`config.mk`:
```
export PLATFORM = sky130hd
export DESIGN_NAME = cache_bank
export DESIGN_NICKNAME = d
export VERILOG_FILES = /design/src/verilog/cache_cfg_pkg.sv /design/src/verilog/cache_msg_pkg.sv /design/src/verilog/bank_data_stage.sv /design/src/verilog/bank_fifo.sv /design/src/verilog/bank_tag_stage.sv /design/src/verilog/cache_bank.sv
export SDC_FILE = /design/constraint.sdc
export NUM_CORES = 2
export LEC_CHECK = 0
export BUFFER_PORTS_ARGS = -buffer_cell sky130_fd_sc_hd__buf_4
export CAP_MARGIN = 20
export CELL_PAD_IN_SITES_DETAIL_PLACEMENT = 0
export CELL_PAD_IN_SITES_GLOBAL_PLACEMENT = 2
export CORE_ASPECT_RATIO = 2
export CORE_UTILIZATION = 46
export DETAILED_ROUTE_END_ITERATION = 7
export PLACE_DENSITY_LB_ADDON = 0.1
export SLEW_MARGIN = 20
export SYNTH_ARGS = -nofsm -noshare
export SYNTH_HDL_FRONTEND = slang
export SYNTH_HIERARCHICAL = 1
export SYNTH_SLANG_ARGS = --single-unit
export TNS_END_PERCENT = 100
```
`constraint.sdc`:
```
create_clock -name clk -period 14.7 [get_ports clk]
set_input_delay 0.735 -clock clk [delete_from_list [all_inputs] [get_ports clk]]
set_output_delay 0.735 -clock clk [all_outputs]
set_load 0.02 [all_outputs]
```
`src/verilog/cache_cfg_pkg.sv`:
```
package cache_cfg_pkg;

    // word geometry
    localparam int WORD_WIDTH = 32;
    localparam int WORD_BYTES = 4;

    // line geometry
    localparam int WORDS_PER_LINE = 4;
    localparam int WSEL_BITS = 2;
    localparam int LINE_WIDTH = WORDS_PER_LINE * WORD_WIDTH;

    // word address, split into line address and word select
    localparam int ADDR_WIDTH = 12;
    localparam int LINE_ADDR_WIDTH = ADDR_WIDTH - WSEL_BITS;

    localparam int REQ_TAG_WIDTH = 4;

endpackage

```
`src/verilog/cache_msg_pkg.sv`:
```
package cache_msg_pkg;

    typedef struct packed {
        logic                                     rw;
        logic [cache_cfg_pkg::ADDR_WIDTH-1:0]     addr;
        logic [cache_cfg_pkg::WORD_BYTES-1:0]     byteen;
        logic [cache_cfg_pkg::WORD_WIDTH-1:0]     data;
        logic [cache_cfg_pkg::REQ_TAG_WIDTH-1:0]  req_tag;
    } core_req_t;

    typedef struct packed {
        logic [cache_cfg_pkg::WORD_WIDTH-1:0]     data;
        logic [cache_cfg_pkg::REQ_TAG_WIDTH-1:0]  req_tag;
    } core_rsp_t;

    // line addressed; wsel, byteen and data only matter for writes
    typedef struct packed {
        logic                                       rw;
        logic [cache_cfg_pkg::LINE_ADDR_WIDTH-1:0]  addr;
        logic [cache_cfg_pkg::WSEL_BITS-1:0]        wsel;
        logic [cache_cfg_pkg::WORD_BYTES-1:0]       byteen;
        logic [cache_cfg_pkg::WORD_WIDTH-1:0]       data;
    } mem_req_t;

    typedef logic [cache_cfg_pkg::LINE_WIDTH-1:0] mem_rsp_t;

    // item moving through stage 0 and stage 1
    typedef struct packed {
        logic                                     valid;
        logic                                     is_fill;
        logic                                     rw;
        logic                                     hit;
        logic [cache_cfg_pkg::ADDR_WIDTH-1:0]     addr;
        logic [cache_cfg_pkg::WORD_BYTES-1:0]     byteen;
        logic [cache_cfg_pkg::WORD_WIDTH-1:0]     data;
        logic [cache_cfg_pkg::REQ_TAG_WIDTH-1:0]  req_tag;
        logic [cache_cfg_pkg::LINE_WIDTH-1:0]     fill_line;
    } bank_op_t;

endpackage
```
`src/verilog/bank_data_stage.sv`:
```
`timescale 1ns/1ps

module bank_data_stage #(
    parameter int NUM_LINES = 16
) (
    input  logic                     clk,
    input  logic                     arst_n,

    input  cache_msg_pkg::bank_op_t  op_st1,
    output logic                     stall,

    output logic                     crsp_valid,
    output cache_msg_pkg::core_rsp_t crsp,
    input  logic                     crsp_ready,

    output logic                     mreq_valid,
    output cache_msg_pkg::mem_req_t  mreq,
    input  logic                     mreq_ready
);

    localparam int IDX_BITS = $clog2(NUM_LINES);
    localparam int IDX_W    = (IDX_BITS > 0) ? IDX_BITS : 1;
    localparam int WW       = cache_cfg_pkg::WORD_WIDTH;

    logic [cache_cfg_pkg::LINE_WIDTH-1:0] line_mem [NUM_LINES];

    logic [cache_cfg_pkg::LINE_ADDR_WIDTH-1:0] line_addr;
    logic [cache_cfg_pkg::WSEL_BITS-1:0]       wsel;
    logic [IDX_W-1:0]                          idx;
    logic [cache_cfg_pkg::LINE_WIDTH-1:0]      rd_line;
    logic [cache_cfg_pkg::LINE_WIDTH-1:0]      src_line;
    logic [cache_cfg_pkg::LINE_WIDTH-1:0]      wr_line;

    logic is_read;
    logic write_hit;
    logic crsp_push;
    logic mreq_push;
    logic line_we;

    assign line_addr = op_st1.addr[cache_cfg_pkg::ADDR_WIDTH-1:cache_cfg_pkg::WSEL_BITS];
    assign wsel      = op_st1.addr[cache_cfg_pkg::WSEL_BITS-1:0];
    assign idx       = IDX_W'(line_addr % NUM_LINES);
    assign rd_line   = line_mem[idx];

    assign is_read   = !op_st1.is_fill && !op_st1.rw;
    assign write_hit = !op_st1.is_fill && op_st1.rw && op_st1.hit;

    // read hits and fills answer the core, misses and writes go to memory
    assign crsp_push = op_st1.valid && (op_st1.is_fill || (is_read && op_st1.hit));
    assign mreq_push = op_st1.valid && !op_st1.is_fill && (op_st1.rw || !op_st1.hit);

    assign stall = (crsp_push && !crsp_ready) || (mreq_push && !mreq_ready);

    // fill data bypasses the array for the waiting read
    assign src_line = op_st1.is_fill ? op_st1.fill_line : rd_line;

    assign crsp_valid   = crsp_push;
    assign crsp.data    = src_line[int'(wsel) * WW +: WW];
    assign crsp.req_tag = op_st1.req_tag;

    assign mreq_valid  = mreq_push;
    assign mreq.rw     = op_st1.rw;
    assign mreq.addr   = line_addr;
    assign mreq.wsel   = wsel;
    assign mreq.byteen = op_st1.byteen;
    assign mreq.data   = op_st1.data;

    // byte merge of the write word into the stored line
    always_comb begin
        wr_line = rd_line;
        if (op_st1.is_fill) begin
            wr_line = op_st1.fill_line;
        end else begin
            for (int b = 0; b < cache_cfg_pkg::WORD_BYTES; b++) begin
                if (op_st1.byteen[b]) begin
                    wr_line[int'(wsel) * WW + b * 8 +: 8] = op_st1.data[b * 8 +: 8];
                end
            end
        end
    end

    // array holds still while reset is asserted
    assign line_we = arst_n && op_st1.valid && !stall && (op_st1.is_fill || write_hit);

    always_ff @(posedge clk) begin
        if (line_we) begin
            line_mem[idx] <= wr_line;
        end
    end

endmodule

```
`src/verilog/bank_fifo.sv`:
```
`timescale 1ns/1ps

module bank_fifo #(
    parameter int  DEPTH     = 4,
    parameter type payload_t = logic
) (
    input  logic     clk,
    input  logic     arst_n,

    input  logic     in_valid,
    input  payload_t in_data,
    output logic     in_ready,

    output logic     out_valid,
    output payload_t out_data,
    input  logic     out_ready
);

    localparam int PTR_W = (DEPTH > 1) ? $clog2(DEPTH) : 1;
    localparam int CNT_W = $clog2(DEPTH + 1);

    payload_t         slots [DEPTH];
    logic [PTR_W-1:0] wr_ptr;
    logic [PTR_W-1:0] rd_ptr;
    logic [CNT_W-1:0] count;
    logic             push;
    logic             pop;

    // wrap at DEPTH, which need not be a power of two
    function automatic logic [PTR_W-1:0] next_ptr(input logic [PTR_W-1:0] ptr);
        if (ptr == PTR_W'(DEPTH - 1)) begin
            return '0;
        end
        return ptr + 1'b1;
    endfunction

    assign in_ready  = (count != CNT_W'(DEPTH));
    assign out_valid = (count != '0);
    assign out_data  = slots[rd_ptr];

    assign push = in_valid && in_ready;
    assign pop  = out_valid && out_ready;

    always_ff @(posedge clk or negedge arst_n) begin
        if (!arst_n) begin
            wr_ptr <= '0;
            rd_ptr <= '0;
            count  <= '0;
        end else begin
            if (push) begin
                wr_ptr <= next_ptr(wr_ptr);
            end
            if (pop) begin
                rd_ptr <= next_ptr(rd_ptr);
            end
            case ({push, pop})
                2'b10:   count <= count + 1'b1;
                2'b01:   count <= count - 1'b1;
                default: count <= count;
            endcase
        end
    end

    always_ff @(posedge clk) begin
        if (push) begin
            slots[wr_ptr] <= in_data;
        end
    end

endmodule

```
`src/verilog/bank_tag_stage.sv`:
```
`timescale 1ns/1ps

module bank_tag_stage #(
    parameter int NUM_LINES = 16
) (
    input  logic                     clk,
    input  logic                     arst_n,

    input  logic                     creq_valid,
    input  cache_msg_pkg::core_req_t creq,
    output logic                     creq_ready,

    input  logic                     mem_rsp_valid,
    input  cache_msg_pkg::mem_rsp_t  mem_rsp,
    output logic                     mem_rsp_ready,

    input  logic                     stall,
    output cache_msg_pkg::bank_op_t  op_st1
);

    localparam int IDX_BITS = $clog2(NUM_LINES);
    localparam int IDX_W    = (IDX_BITS > 0) ? IDX_BITS : 1;
    localparam int TAG_W    = (cache_cfg_pkg::LINE_ADDR_WIDTH > IDX_BITS) ?
                              cache_cfg_pkg::LINE_ADDR_WIDTH - IDX_BITS : 1;

    logic [TAG_W-1:0]     tag_array [NUM_LINES];
    logic [NUM_LINES-1:0] line_valid;

    cache_msg_pkg::bank_op_t op_in;
    cache_msg_pkg::bank_op_t op_st0;
    cache_msg_pkg::bank_op_t op_lookup;

    logic [IDX_W-1:0] idx_st0;
    logic [IDX_W-1:0] idx_pend;
    logic             hit_st0;
    logic             rd_miss_st0;
    logic             mem_fire;
    logic             creq_fire;

    // the single outstanding read miss
    logic                                    pend_valid;
    logic [cache_cfg_pkg::ADDR_WIDTH-1:0]    pend_addr;
    logic [cache_cfg_pkg::REQ_TAG_WIDTH-1:0] pend_tag;

    function automatic logic [IDX_W-1:0] line_index(
        input logic [cache_cfg_pkg::ADDR_WIDTH-1:0] addr
    );
        logic [cache_cfg_pkg::LINE_ADDR_WIDTH-1:0] line;
        line = addr[cache_cfg_pkg::ADDR_WIDTH-1:cache_cfg_pkg::WSEL_BITS];
        return IDX_W'(line % NUM_LINES);
    endfunction

    function automatic logic [TAG_W-1:0] line_tag(
        input logic [cache_cfg_pkg::ADDR_WIDTH-1:0] addr
    );
        logic [cache_cfg_pkg::LINE_ADDR_WIDTH-1:0] line;
        line = addr[cache_cfg_pkg::ADDR_WIDTH-1:cache_cfg_pkg::WSEL_BITS];
        return TAG_W'(line / NUM_LINES);
    endfunction

    // fills win over core requests
    assign mem_rsp_ready = !stall;
    assign mem_fire      = mem_rsp_valid && !stall;
    assign creq_ready    = !stall && !mem_rsp_valid && !pend_valid && !rd_miss_st0;
    assign creq_fire     = creq_valid && creq_ready;

    assign idx_st0     = line_index(op_st0.addr);
    assign idx_pend    = line_index(pend_addr);
    assign hit_st0     = line_valid[idx_st0] && (tag_array[idx_st0] == line_tag(op_st0.addr));
    assign rd_miss_st0 = op_st0.valid && !op_st0.is_fill && !op_st0.rw && !hit_st0;

    always_comb begin
        op_in = '0;
        if (mem_fire) begin
            op_in.valid     = 1'b1;
            op_in.is_fill   = 1'b1;
            op_in.addr      = pend_addr;
            op_in.req_tag   = pend_tag;
            op_in.fill_line = mem_rsp;
        end else if (creq_fire) begin
            op_in.valid   = 1'b1;
            op_in.rw      = creq.rw;
            op_in.addr    = creq.addr;
            op_in.byteen  = creq.byteen;
            op_in.data    = creq.data;
            op_in.req_tag = creq.req_tag;
        end
    end

    always_comb begin
        op_lookup     = op_st0;
        op_lookup.hit = hit_st0;
    end

    always_ff @(posedge clk or negedge arst_n) begin
        if (!arst_n) begin
            op_st0 <= '0;
            op_st1 <= '0;
        end else if (!stall) begin
            op_st0 <= op_in;
            op_st1 <= op_lookup;
        end
    end

    always_ff @(posedge clk or negedge arst_n) begin
        if (!arst_n) begin
            pend_valid <= 1'b0;
        end else if (mem_fire) begin
            pend_valid <= 1'b0;
        end else if (rd_miss_st0 && !stall) begin
            pend_valid <= 1'b1;
        end
    end

    always_ff @(posedge clk) begin
        if (rd_miss_st0 && !stall) begin
            pend_addr <= op_st0.addr;
            pend_tag  <= op_st0.req_tag;
        end
    end

    // tag is installed as the fill enters stage 0
    always_ff @(posedge clk) begin
        if (mem_fire) begin
            tag_array[idx_pend] <= line_tag(pend_addr);
        end
    end

    always_ff @(posedge clk or negedge arst_n) begin
        if (!arst_n) begin
            line_valid <= '0;
        end else if (mem_fire) begin
            line_valid[idx_pend] <= 1'b1;
        end
    end

endmodule

```
`src/verilog/cache_bank.sv`:
```
`timescale 1ns/1ps

module cache_bank #(
    parameter int NUM_LINES  = 16,
    parameter int CREQ_DEPTH = 4,
    parameter int CRSP_DEPTH = 4,
    parameter int MREQ_DEPTH = 4
) (
    input  logic                     clk,
    input  logic                     arst_n,

    input  logic                     core_req_valid,
    input  cache_msg_pkg::core_req_t core_req,
    output logic                     core_req_ready,

    output logic                     core_rsp_valid,
    output cache_msg_pkg::core_rsp_t core_rsp,
    input  logic                     core_rsp_ready,

    output logic                     mem_req_valid,
    output cache_msg_pkg::mem_req_t  mem_req,
    input  logic                     mem_req_ready,

    input  logic                     mem_rsp_valid,
    input  cache_msg_pkg::mem_rsp_t  mem_rsp,
    output logic                     mem_rsp_ready
);

    logic                     creq_valid;
    cache_msg_pkg::core_req_t creq;
    logic                     creq_ready;

    cache_msg_pkg::bank_op_t  op_st1;
    logic                     stall;

    logic                     crsp_valid;
    cache_msg_pkg::core_rsp_t crsp;
    logic                     crsp_ready;

    logic                     mreq_valid;
    cache_msg_pkg::mem_req_t  mreq;
    logic                     mreq_ready;

    bank_fifo #(
        .DEPTH     (CREQ_DEPTH),
        .payload_t (cache_msg_pkg::core_req_t)
    ) u_creq_queue (
        .clk       (clk),
        .arst_n    (arst_n),
        .in_valid  (core_req_valid),
        .in_data   (core_req),
        .in_ready  (core_req_ready),
        .out_valid (creq_valid),
        .out_data  (creq),
        .out_ready (creq_ready)
    );

    bank_tag_stage #(
        .NUM_LINES (NUM_LINES)
    ) u_tag_stage (
        .clk           (clk),
        .arst_n        (arst_n),
        .creq_valid    (creq_valid),
        .creq          (creq),
        .creq_ready    (creq_ready),
        .mem_rsp_valid (mem_rsp_valid),
        .mem_rsp       (mem_rsp),
        .mem_rsp_ready (mem_rsp_ready),
        .stall         (stall),
        .op_st1        (op_st1)
    );

    bank_data_stage #(
        .NUM_LINES (NUM_LINES)
    ) u_data_stage (
        .clk        (clk),
        .arst_n     (arst_n),
        .op_st1     (op_st1),
        .stall      (stall),
        .crsp_valid (crsp_valid),
        .crsp       (crsp),
        .crsp_ready (crsp_ready),
        .mreq_valid (mreq_valid),
        .mreq       (mreq),
        .mreq_ready (mreq_ready)
    );

    bank_fifo #(
        .DEPTH     (CRSP_DEPTH),
        .payload_t (cache_msg_pkg::core_rsp_t)
    ) u_crsp_queue (
        .clk       (clk),
        .arst_n    (arst_n),
        .in_valid  (crsp_valid),
        .in_data   (crsp),
        .in_ready  (crsp_ready),
        .out_valid (core_rsp_valid),
        .out_data  (core_rsp),
        .out_ready (core_rsp_ready)
    );

    bank_fifo #(
        .DEPTH     (MREQ_DEPTH),
        .payload_t (cache_msg_pkg::mem_req_t)
    ) u_mreq_queue (
        .clk       (clk),
        .arst_n    (arst_n),
        .in_valid  (mreq_valid),
        .in_data   (mreq),
        .in_ready  (mreq_ready),
        .out_valid (mem_req_valid),
        .out_data  (mem_req),
        .out_ready (mem_req_ready)
    );

endmodule

```
# [After elaboration in Yosys (flattened, before gate mapping)]
# Memories as Yosys holds them, arrays and structs flattened.
# Index checks and enable logic that the tools add are counted.
# W data, S select, Z words.
[op_classes] n_reduce_logical=51 n_mux=65 n_eq_ne=16 bitwise=1 shifts=9 n_addsub=19 n_lt_le_gt_ge=3
[ops] operator="$mux W128" n=10
[ops] operator="$bwmux W128" n=4
[ops] operator="$shift A8 B33 Y128 const A" n=4
[ops] operator="$shiftx A8 B33 Y128" n=4
[ops] operator="$shiftx A128 B8 Y32" n=1
[ops] operator="$neg A32 Y33" n=3
[ops] operator="$mux W52" n=1
[ops] operator="$mux W36" n=1
[ops] operator="$neg A7 Y33" n=1
[ops] operator="$mux W1" n=30
[ops] operator="$logic_and A1 B1 Y1" n=28
[ops] operator="$mux W2" n=12
[ops] operator="$eq A2 B2 Y1 const B" n=9
[ops] operator="$pmux W3 S2" n=3
[ops] operator="$add A7 B5 Y8 const B" n=2
[ops] operator="$or A16 B16 Y16" n=1
[ops] operator="$add A2 B1 Y2 const B" n=6
[ops] operator="$logic_not A1 Y1" n=12
[ops] operator="$mux W12" n=1
[ops] operator="$lt A4 B5 Y1 const B" n=2
[ops] operator="$add A3 B1 Y3 const B" n=3
[ops] operator="$ne A3 B3 Y1 const B" n=3
[ops] operator="$reduce_bool A3 Y1" n=3
[ops] operator="$sub A3 B1 Y3 const B" n=3
[ops] operator="other kinds (9)" n=17
[totals] ram_bits=2696 regBits=421 word_cells=199 n_memories=5 input_bits=187
[memory_table] memory="u_data_stage.line_mem" depth=16 width=128 read_ports=1 rd_ports_with_merged_regs=0 wr=1 line_no="bank_data_stage.sv:25" rtl="logic [cache_cfg_pkg::LINE_WIDTH-1:0] line_mem [NUM_LINES];"
[memory_table] memory="u_creq_queue.slots" depth=4 width=53 read_ports=1 rd_ports_with_merged_regs=0 wr=1 line_no="bank_fifo.sv:22" rtl="payload_t slots [DEPTH];"
[memory_table] memory="u_mreq_queue.slots" depth=4 width=49 read_ports=1 rd_ports_with_merged_regs=0 wr=1 line_no="bank_fifo.sv:22"
[memory_table] memory="u_crsp_queue.slots" depth=4 width=36 read_ports=1 rd_ports_with_merged_regs=0 wr=1 line_no="bank_fifo.sv:22"
[memory_table] memory="u_tag_stage.tag_array" depth=16 width=6 read_ports=1 rd_ports_with_merged_regs=0 wr=1 line_no="bank_tag_stage.sv:26" rtl="logic [TAG_W-1:0] tag_array [NUM_LINES];"

# [Depth between registers and ports, before layout]
[logic_depth] depth_word=14 ltp_mapped=18 ltp_nobuf=15

# [Modules after synthesis]
# Netlist, hierarchy kept.
[by_module_without_submodules] mod="bank_data_stage" n_inst=1 cells_per_inst=4075 area_per_inst_um2=82130.0 seq_area_each_um2=61499.0
[by_module_without_submodules] mod="bank_tag_stage" n_inst=1 cells_per_inst=1173 area_per_inst_um2=18574.1 seq_area_each_um2=12972.4
[by_module_without_submodules] mod="bank_fifo at u_creq_queue" n_inst=1 cells_per_inst=318 area_per_inst_um2=8115.3 seq_area_each_um2=6541.3
[by_module_without_submodules] mod="bank_fifo at u_mreq_queue" n_inst=1 cells_per_inst=298 area_per_inst_um2=7534.7 seq_area_each_um2=6060.8
[by_module_without_submodules] mod="bank_fifo at u_crsp_queue" n_inst=1 cells_per_inst=229 area_per_inst_um2=5654.2 seq_area_each_um2=4499.3

# [Worst setup path after synthesis]
# OpenSTA, ideal clock, no wires.
[synth_timing] kind="register to register" startpoint="register u_mreq_queue.count[2]" endpoint="memory u_data_stage/line_mem[0][0] (netlist bit) (enable)" setup_ps=772 setup_slack_ps=3344 period_less_slack_ps=11356 stages_incl_launch_ff=7 t_arrival_ps=10584 n_path_buf=1 cell_sequence="dfrtp_1 > or3b_1 > buf_6 > or3b_2 > a311oi_1 > or3b_1 > nor3_1"
[synth_between] elab_chain_len=9
[synth_rtl] element="from (decl)" line_no="bank_fifo.sv:25" rtl="logic [CNT_W-1:0] count;"
[synth_rtl] element="from (signal assigned)" line_no="bank_fifo.sv:57" rtl="2'b10: count <= count + 1'b1;"
[synth_rtl] element="from (signal assigned)" line_no="bank_fifo.sv:58" rtl="2'b01: count <= count - 1'b1;"
[synth_rtl] element="from (signal assigned)" line_no="bank_fifo.sv:59" rtl="default: count <= count;"
[synth_rtl] element="$ne A3 B3 Y1" line_no="bank_fifo.sv:37" rtl="assign in_ready = (count != CNT_W'(DEPTH));"
[synth_rtl] element="named net mreq_ready" line_no="cache_bank.sv:42" rtl="logic mreq_ready;"
[synth_rtl] element="$logic_not A1 Y1" line_no="bank_data_stage.sv:52" rtl="assign stall = (crsp_push && !crsp_ready) || (mreq_push && !mreq_ready);"
[synth_rtl] element="$logic_and A1 B1 Y1" line_no="bank_data_stage.sv:52"
[synth_rtl] element="$logic_or A1 B1 Y1" line_no="bank_data_stage.sv:52"
[synth_rtl] element="$logic_not A1 Y1" line_no="bank_data_stage.sv:83" rtl="assign line_we = arst_n && op_st1.valid && !stall && (op_st1.is_fill || write_hit);"
[synth_rtl] element="$logic_and A1 B1 Y1 (2 in series)" line_no="bank_data_stage.sv:83"
[synth_rtl] element="$mux W1" line_no="bank_data_stage.sv:86" rtl="if (line_we) begin"
[synth_rtl] element="$mux W1 (not written as such)" line_no="bank_data_stage.sv:87" rtl="line_mem[idx] <= wr_line;"
[synth_rtl] element="to (decl)" line_no="bank_data_stage.sv:25"
# The timed path passes the listed nets, and every way through them passes these cells.

# [Worst setup path after layout]
[layout_timing] startpoint="register u_mreq_queue.count[2]" endpoint="memory u_data_stage/line_mem[0][119] (netlist bit) (enable)"
# The elaborated chain is that of the path after synthesis.

==> summary.txt <==
Outcome
  • Outcome: finished clean

Synth
  • Syn_nets: 6,307
  • Main area contributors after synthesis: edfxtp_1 (67%), mux4_2 (12%), dfrtp_1 (8.3%), mux2_2 (2.0%), a22o_1 (1.4%)
  • Post-synth EDFFs: 2,712
  • Seq/Total Area, Yosys: 0.7505
  • Yosys cell types: 61
  • Post-Syn Area per Cell: ~20 um2
  • Syn Std Cell Area: 122,000 um2
  • Most common flop cell mapped by yosys: edfxtp_1
  • Most frequent cell after synthesis: edfxtp_1
  • Post-synth top cells: edfxtp_1 (2,712), mux4_2 (675), dfrtp_1 (405)
  • Ys async rst share: 0.1299
  • Synth area leader: edfxtp_1
  • Yosys top cell area share: 0.6675
  • Yosys reg bits: between 3,000 and 4,000
  • Cells after Synth: about 6,000
  • Synthesis Warnings: 6

Floorplanning
  • Die height: ~730 um
  • Die width: between 300 and 400 um
  • IO Count: 276
  • Core Region: between 200,000 and 300,000 um2
  • Die area: roughly 270,000 um2
  • Initial core utilization: 0.4623
  • Rows: between 200 and 300

STA
  • Period Utilization, post-route: 0.4094
  • Worst-Margin Slew: about 1.2 ns
  • Min Tclk post-route: roughly 6 ns
  • RSZ-0062 raised after global routing: false
  • F_max: between 0.15 and 0.2 GHz
  • Fin. Hold Viols: 0
  • Final setup fails: 0
  • Min Hold Slack: 0.05421 ns
  • Setup_tns: 0 ns
  • Final Max Slew Viols: 0
  • Clock skew: between 0.05 and 0.06 ns
  • Rel. slew slack: 0.2082

Final layout
  • Seq. cell area: around 90,000 um2
  • Layout area overhead: 13.28%
  • Layout cells sized above 1: 0.2947
  • Final Instance Area: roughly 140,000 um2
  • Final Util: 0.5237
  • Multi-input logic area: approximately 28,000 um2
  • Fillcell total: approximately 21,000
  • Final net count: ~6,700

Worst setup path
  • Worst Path Required: ~15 ns
  • WP depth: 9
  • Critical path endpoint category: flip-flop
  • CP Max Fanout: 40
  • Worst-path cell chain: or3b_1, or3b_2, a311oi_1, or3b_1, nor3_2, buf_4, buf_4, buf_4, buf_4
  • Crit path kind: flip-flop to flip-flop
  • CP delay by family, top: buffers and inverters
  • Worst r2r dst: u_data_stage/line_mem[0][119]
  • Register-to-Register Setup Slack: just under 9 ns
  • Startpoint types: flip-flop
  • Arr. time, crit path: 6.53 ns
  • Critical path buffers and inverters: 4
  • FF-to-FF path depth: 9
  • Cell repeated most along the worst path: buf_4
  • Worst path max stage delay: roughly 0.8 ns
  • R2R Path Start: u_mreq_queue/count[2]
  • CP max stage cell: buf_4

GRT
  • Number of global-route vias before repair: between 60,000 and 70,000
  • First-pass GRT wire length: 532.4 mm
  • GRT Util Overall: 0.2880
  • GRT Residual Overflow: 0
  • Initial antenna violation count: 42
  • Largest net degree at the start of global routing: roughly 120

Place
  • Detailed placement HPWL: approximately 240 mm
  • Port Buffers: 275
  • DP Area: 128,700 um2
  • GPL Wtd Cong: approximately 0.84

Worst hold path
  • Hold depth: 1
  • Worst Hold Class: input pin to flip-flop
  • Hold path endpoint: u_creq_queue/slots[0][19]
  • Worst Hold Launch: core_req[19]

CTS
  • CTS tree: built
  • Later-pin clock latency in the skew report: between 0.8 and 0.9 ns
  • TritonCTS Buffers: approximately 290
  • Clk buf depth: 4
  • Post-CTS Setup Inserts: 0
  • Clock root cell: clkbuf_16
  • H-tree Lvls: 5
  • Clock Sinks: 3,117
  • CTS clk-pin slew, worst paths: 0.06 ns

Power and ir drop
  • Final Power: roughly 32 mW
  • VDD IR max: about 130 uV
  • Leak: 46.22 nW
  • Power Density: between 200 and 250 nW/um2

Job
  • Max-cap violation count: 0

Drt
  • Routed WL per cell: between 30 and 40 um
  • Initial detailed-routing violation count: 6,354
  • Routed vias: ~64,000
  • Routed Antenna Nets: 0
  • DR vias/cell: just over 6
  • Router iterations before antenna repair: 6
  • # DRC: 0
  • Routed WL: around 380 mm
per-layer routing:
| metal | part of all wire | vias to the layer above | global-route usage |
|---|---|---|---|
| met3 | 0.059 | 604 | 0.03949 |
| li1 | - | 25780 | - |
| met1 | 0.35 | 34550 | 0.3363 |
| met5 | 0.000060 | - | 0 |
| met2 | 0.52 | 2581 | 0.5108 |
| met4 | 0.064 | 4 | 0.1616 |
worst max path at each step:
stage | startpoint | end | slack [ns]
after global placement | arst_n | u_data_stage/line_mem[0][86] | 8.50
after floorplan | u_mreq_queue/count[2] | u_data_stage/line_mem[0][0] | 3.34
after CTS | u_tag_stage/op_st1[170] | u_crsp_queue/slots[0][22] | 8.44
after detailed placement | arst_n | u_data_stage/line_mem[0][86] | 8.43
final | u_mreq_queue/count[2] | u_data_stage/line_mem[0][119] | 8.68
after global routing | u_tag_stage/op_st1[170] | u_crsp_queue/slots[3][22] | 8.45
cells in the final DEF (no fill, tap or decap), types with 11 or more instances in the layout:
cell and count:
o211ai_1 27, a21oi_1 121, o21ai_0 94, bufinv_16 22, a22o_1 190, o2bb2ai_1 12, mux2_2 220, edfxtp_1 2712
clkbuf_1 60, clkbuf_8 13, clkinv_1 40, mux4_2 675, nand2b_1 13, a221oi_1 72, nand2_1 273, ha_1 24
a22oi_1 211, clkinv_2 50, diode_2 51, mux2i_1 54, inv_6 11, dfrtp_1 386, nand3_1 11, o21ai_2 30
nor3_1 34, inv_1 100, buf_12 14, a2bb2oi_2 14, o21ai_1 38, nor2_1 100, nor2_4 14, or2_2 17
buf_4 495, a2bb2oi_1 17, clkbuf_16 300, a21o_1 28
kinds of logic (layout without fill, tap and decap cells):
kind of cell	Yosys count	after routing	synth area share
AND/OR/NAND/NOR	546	546	0.01980
adder cells (fa/ha/maj)	27	27	0.002953
flip-flops	3117	3117	0.7505
AO/OA/AOI/OAI	917	917	0.05481
other	0	51	0
XOR/XNOR	15	15	0.001077
buffers and inverters	516	1134	0.02074
multiplexers	955	955	0.1501
area by class of cell:
class	instances	share of cell area
Inverter	102	0.002806
Tap cell	3497	0.03166
Clock buffer	375	0.05735
Timing Repair Buffer	520	0.02977
Sequential cell	3117	0.6629
Antenna cell	51	0.0009234
Multi-Input combinational cell	2460	0.2051
Clock inverter	137	0.009469
what timing repair did:
| item | 4_1_cts | 5_1_grt |
|---|---|---|
| endpoints found under the hold margin | 87 | 0 |
| setup endpoints to repair | 0 | 0 |
| resized for setup | 0 | 0 |
| hold buffers | 8 | 0 |
power by group:
group          switching, mW  internal, mW
Clock                   3.32          4.21
Combinational           7.06          3.67
Sequential             0.871          12.6
state kept, by name, indices dropped and copies added (netlist names), 12 cells and up:
name,flops
u_tag_stage/line_valid,16
u_crsp_queue/slots,144
u_tag_stage/op_st1,184
u_mreq_queue/slots,196
u_creq_queue/slots,212
u_data_stage/line_mem,2048
u_tag_stage/tag_array,96
u_tag_stage/pend_addr,12
u_tag_stage/op_lookup,183
per-stage QoR:
step / worst slack [ns] / std cells
CTS: 8.439 / 10210
global placement: 8.499 / 9685
global route: 8.445 / 10250
detailed placement: 8.428 / 9686
finish: 8.682 / 10260
floorplan: 3.344 / 6093
No activity file was read; power rests on OpenSTA's default activity.
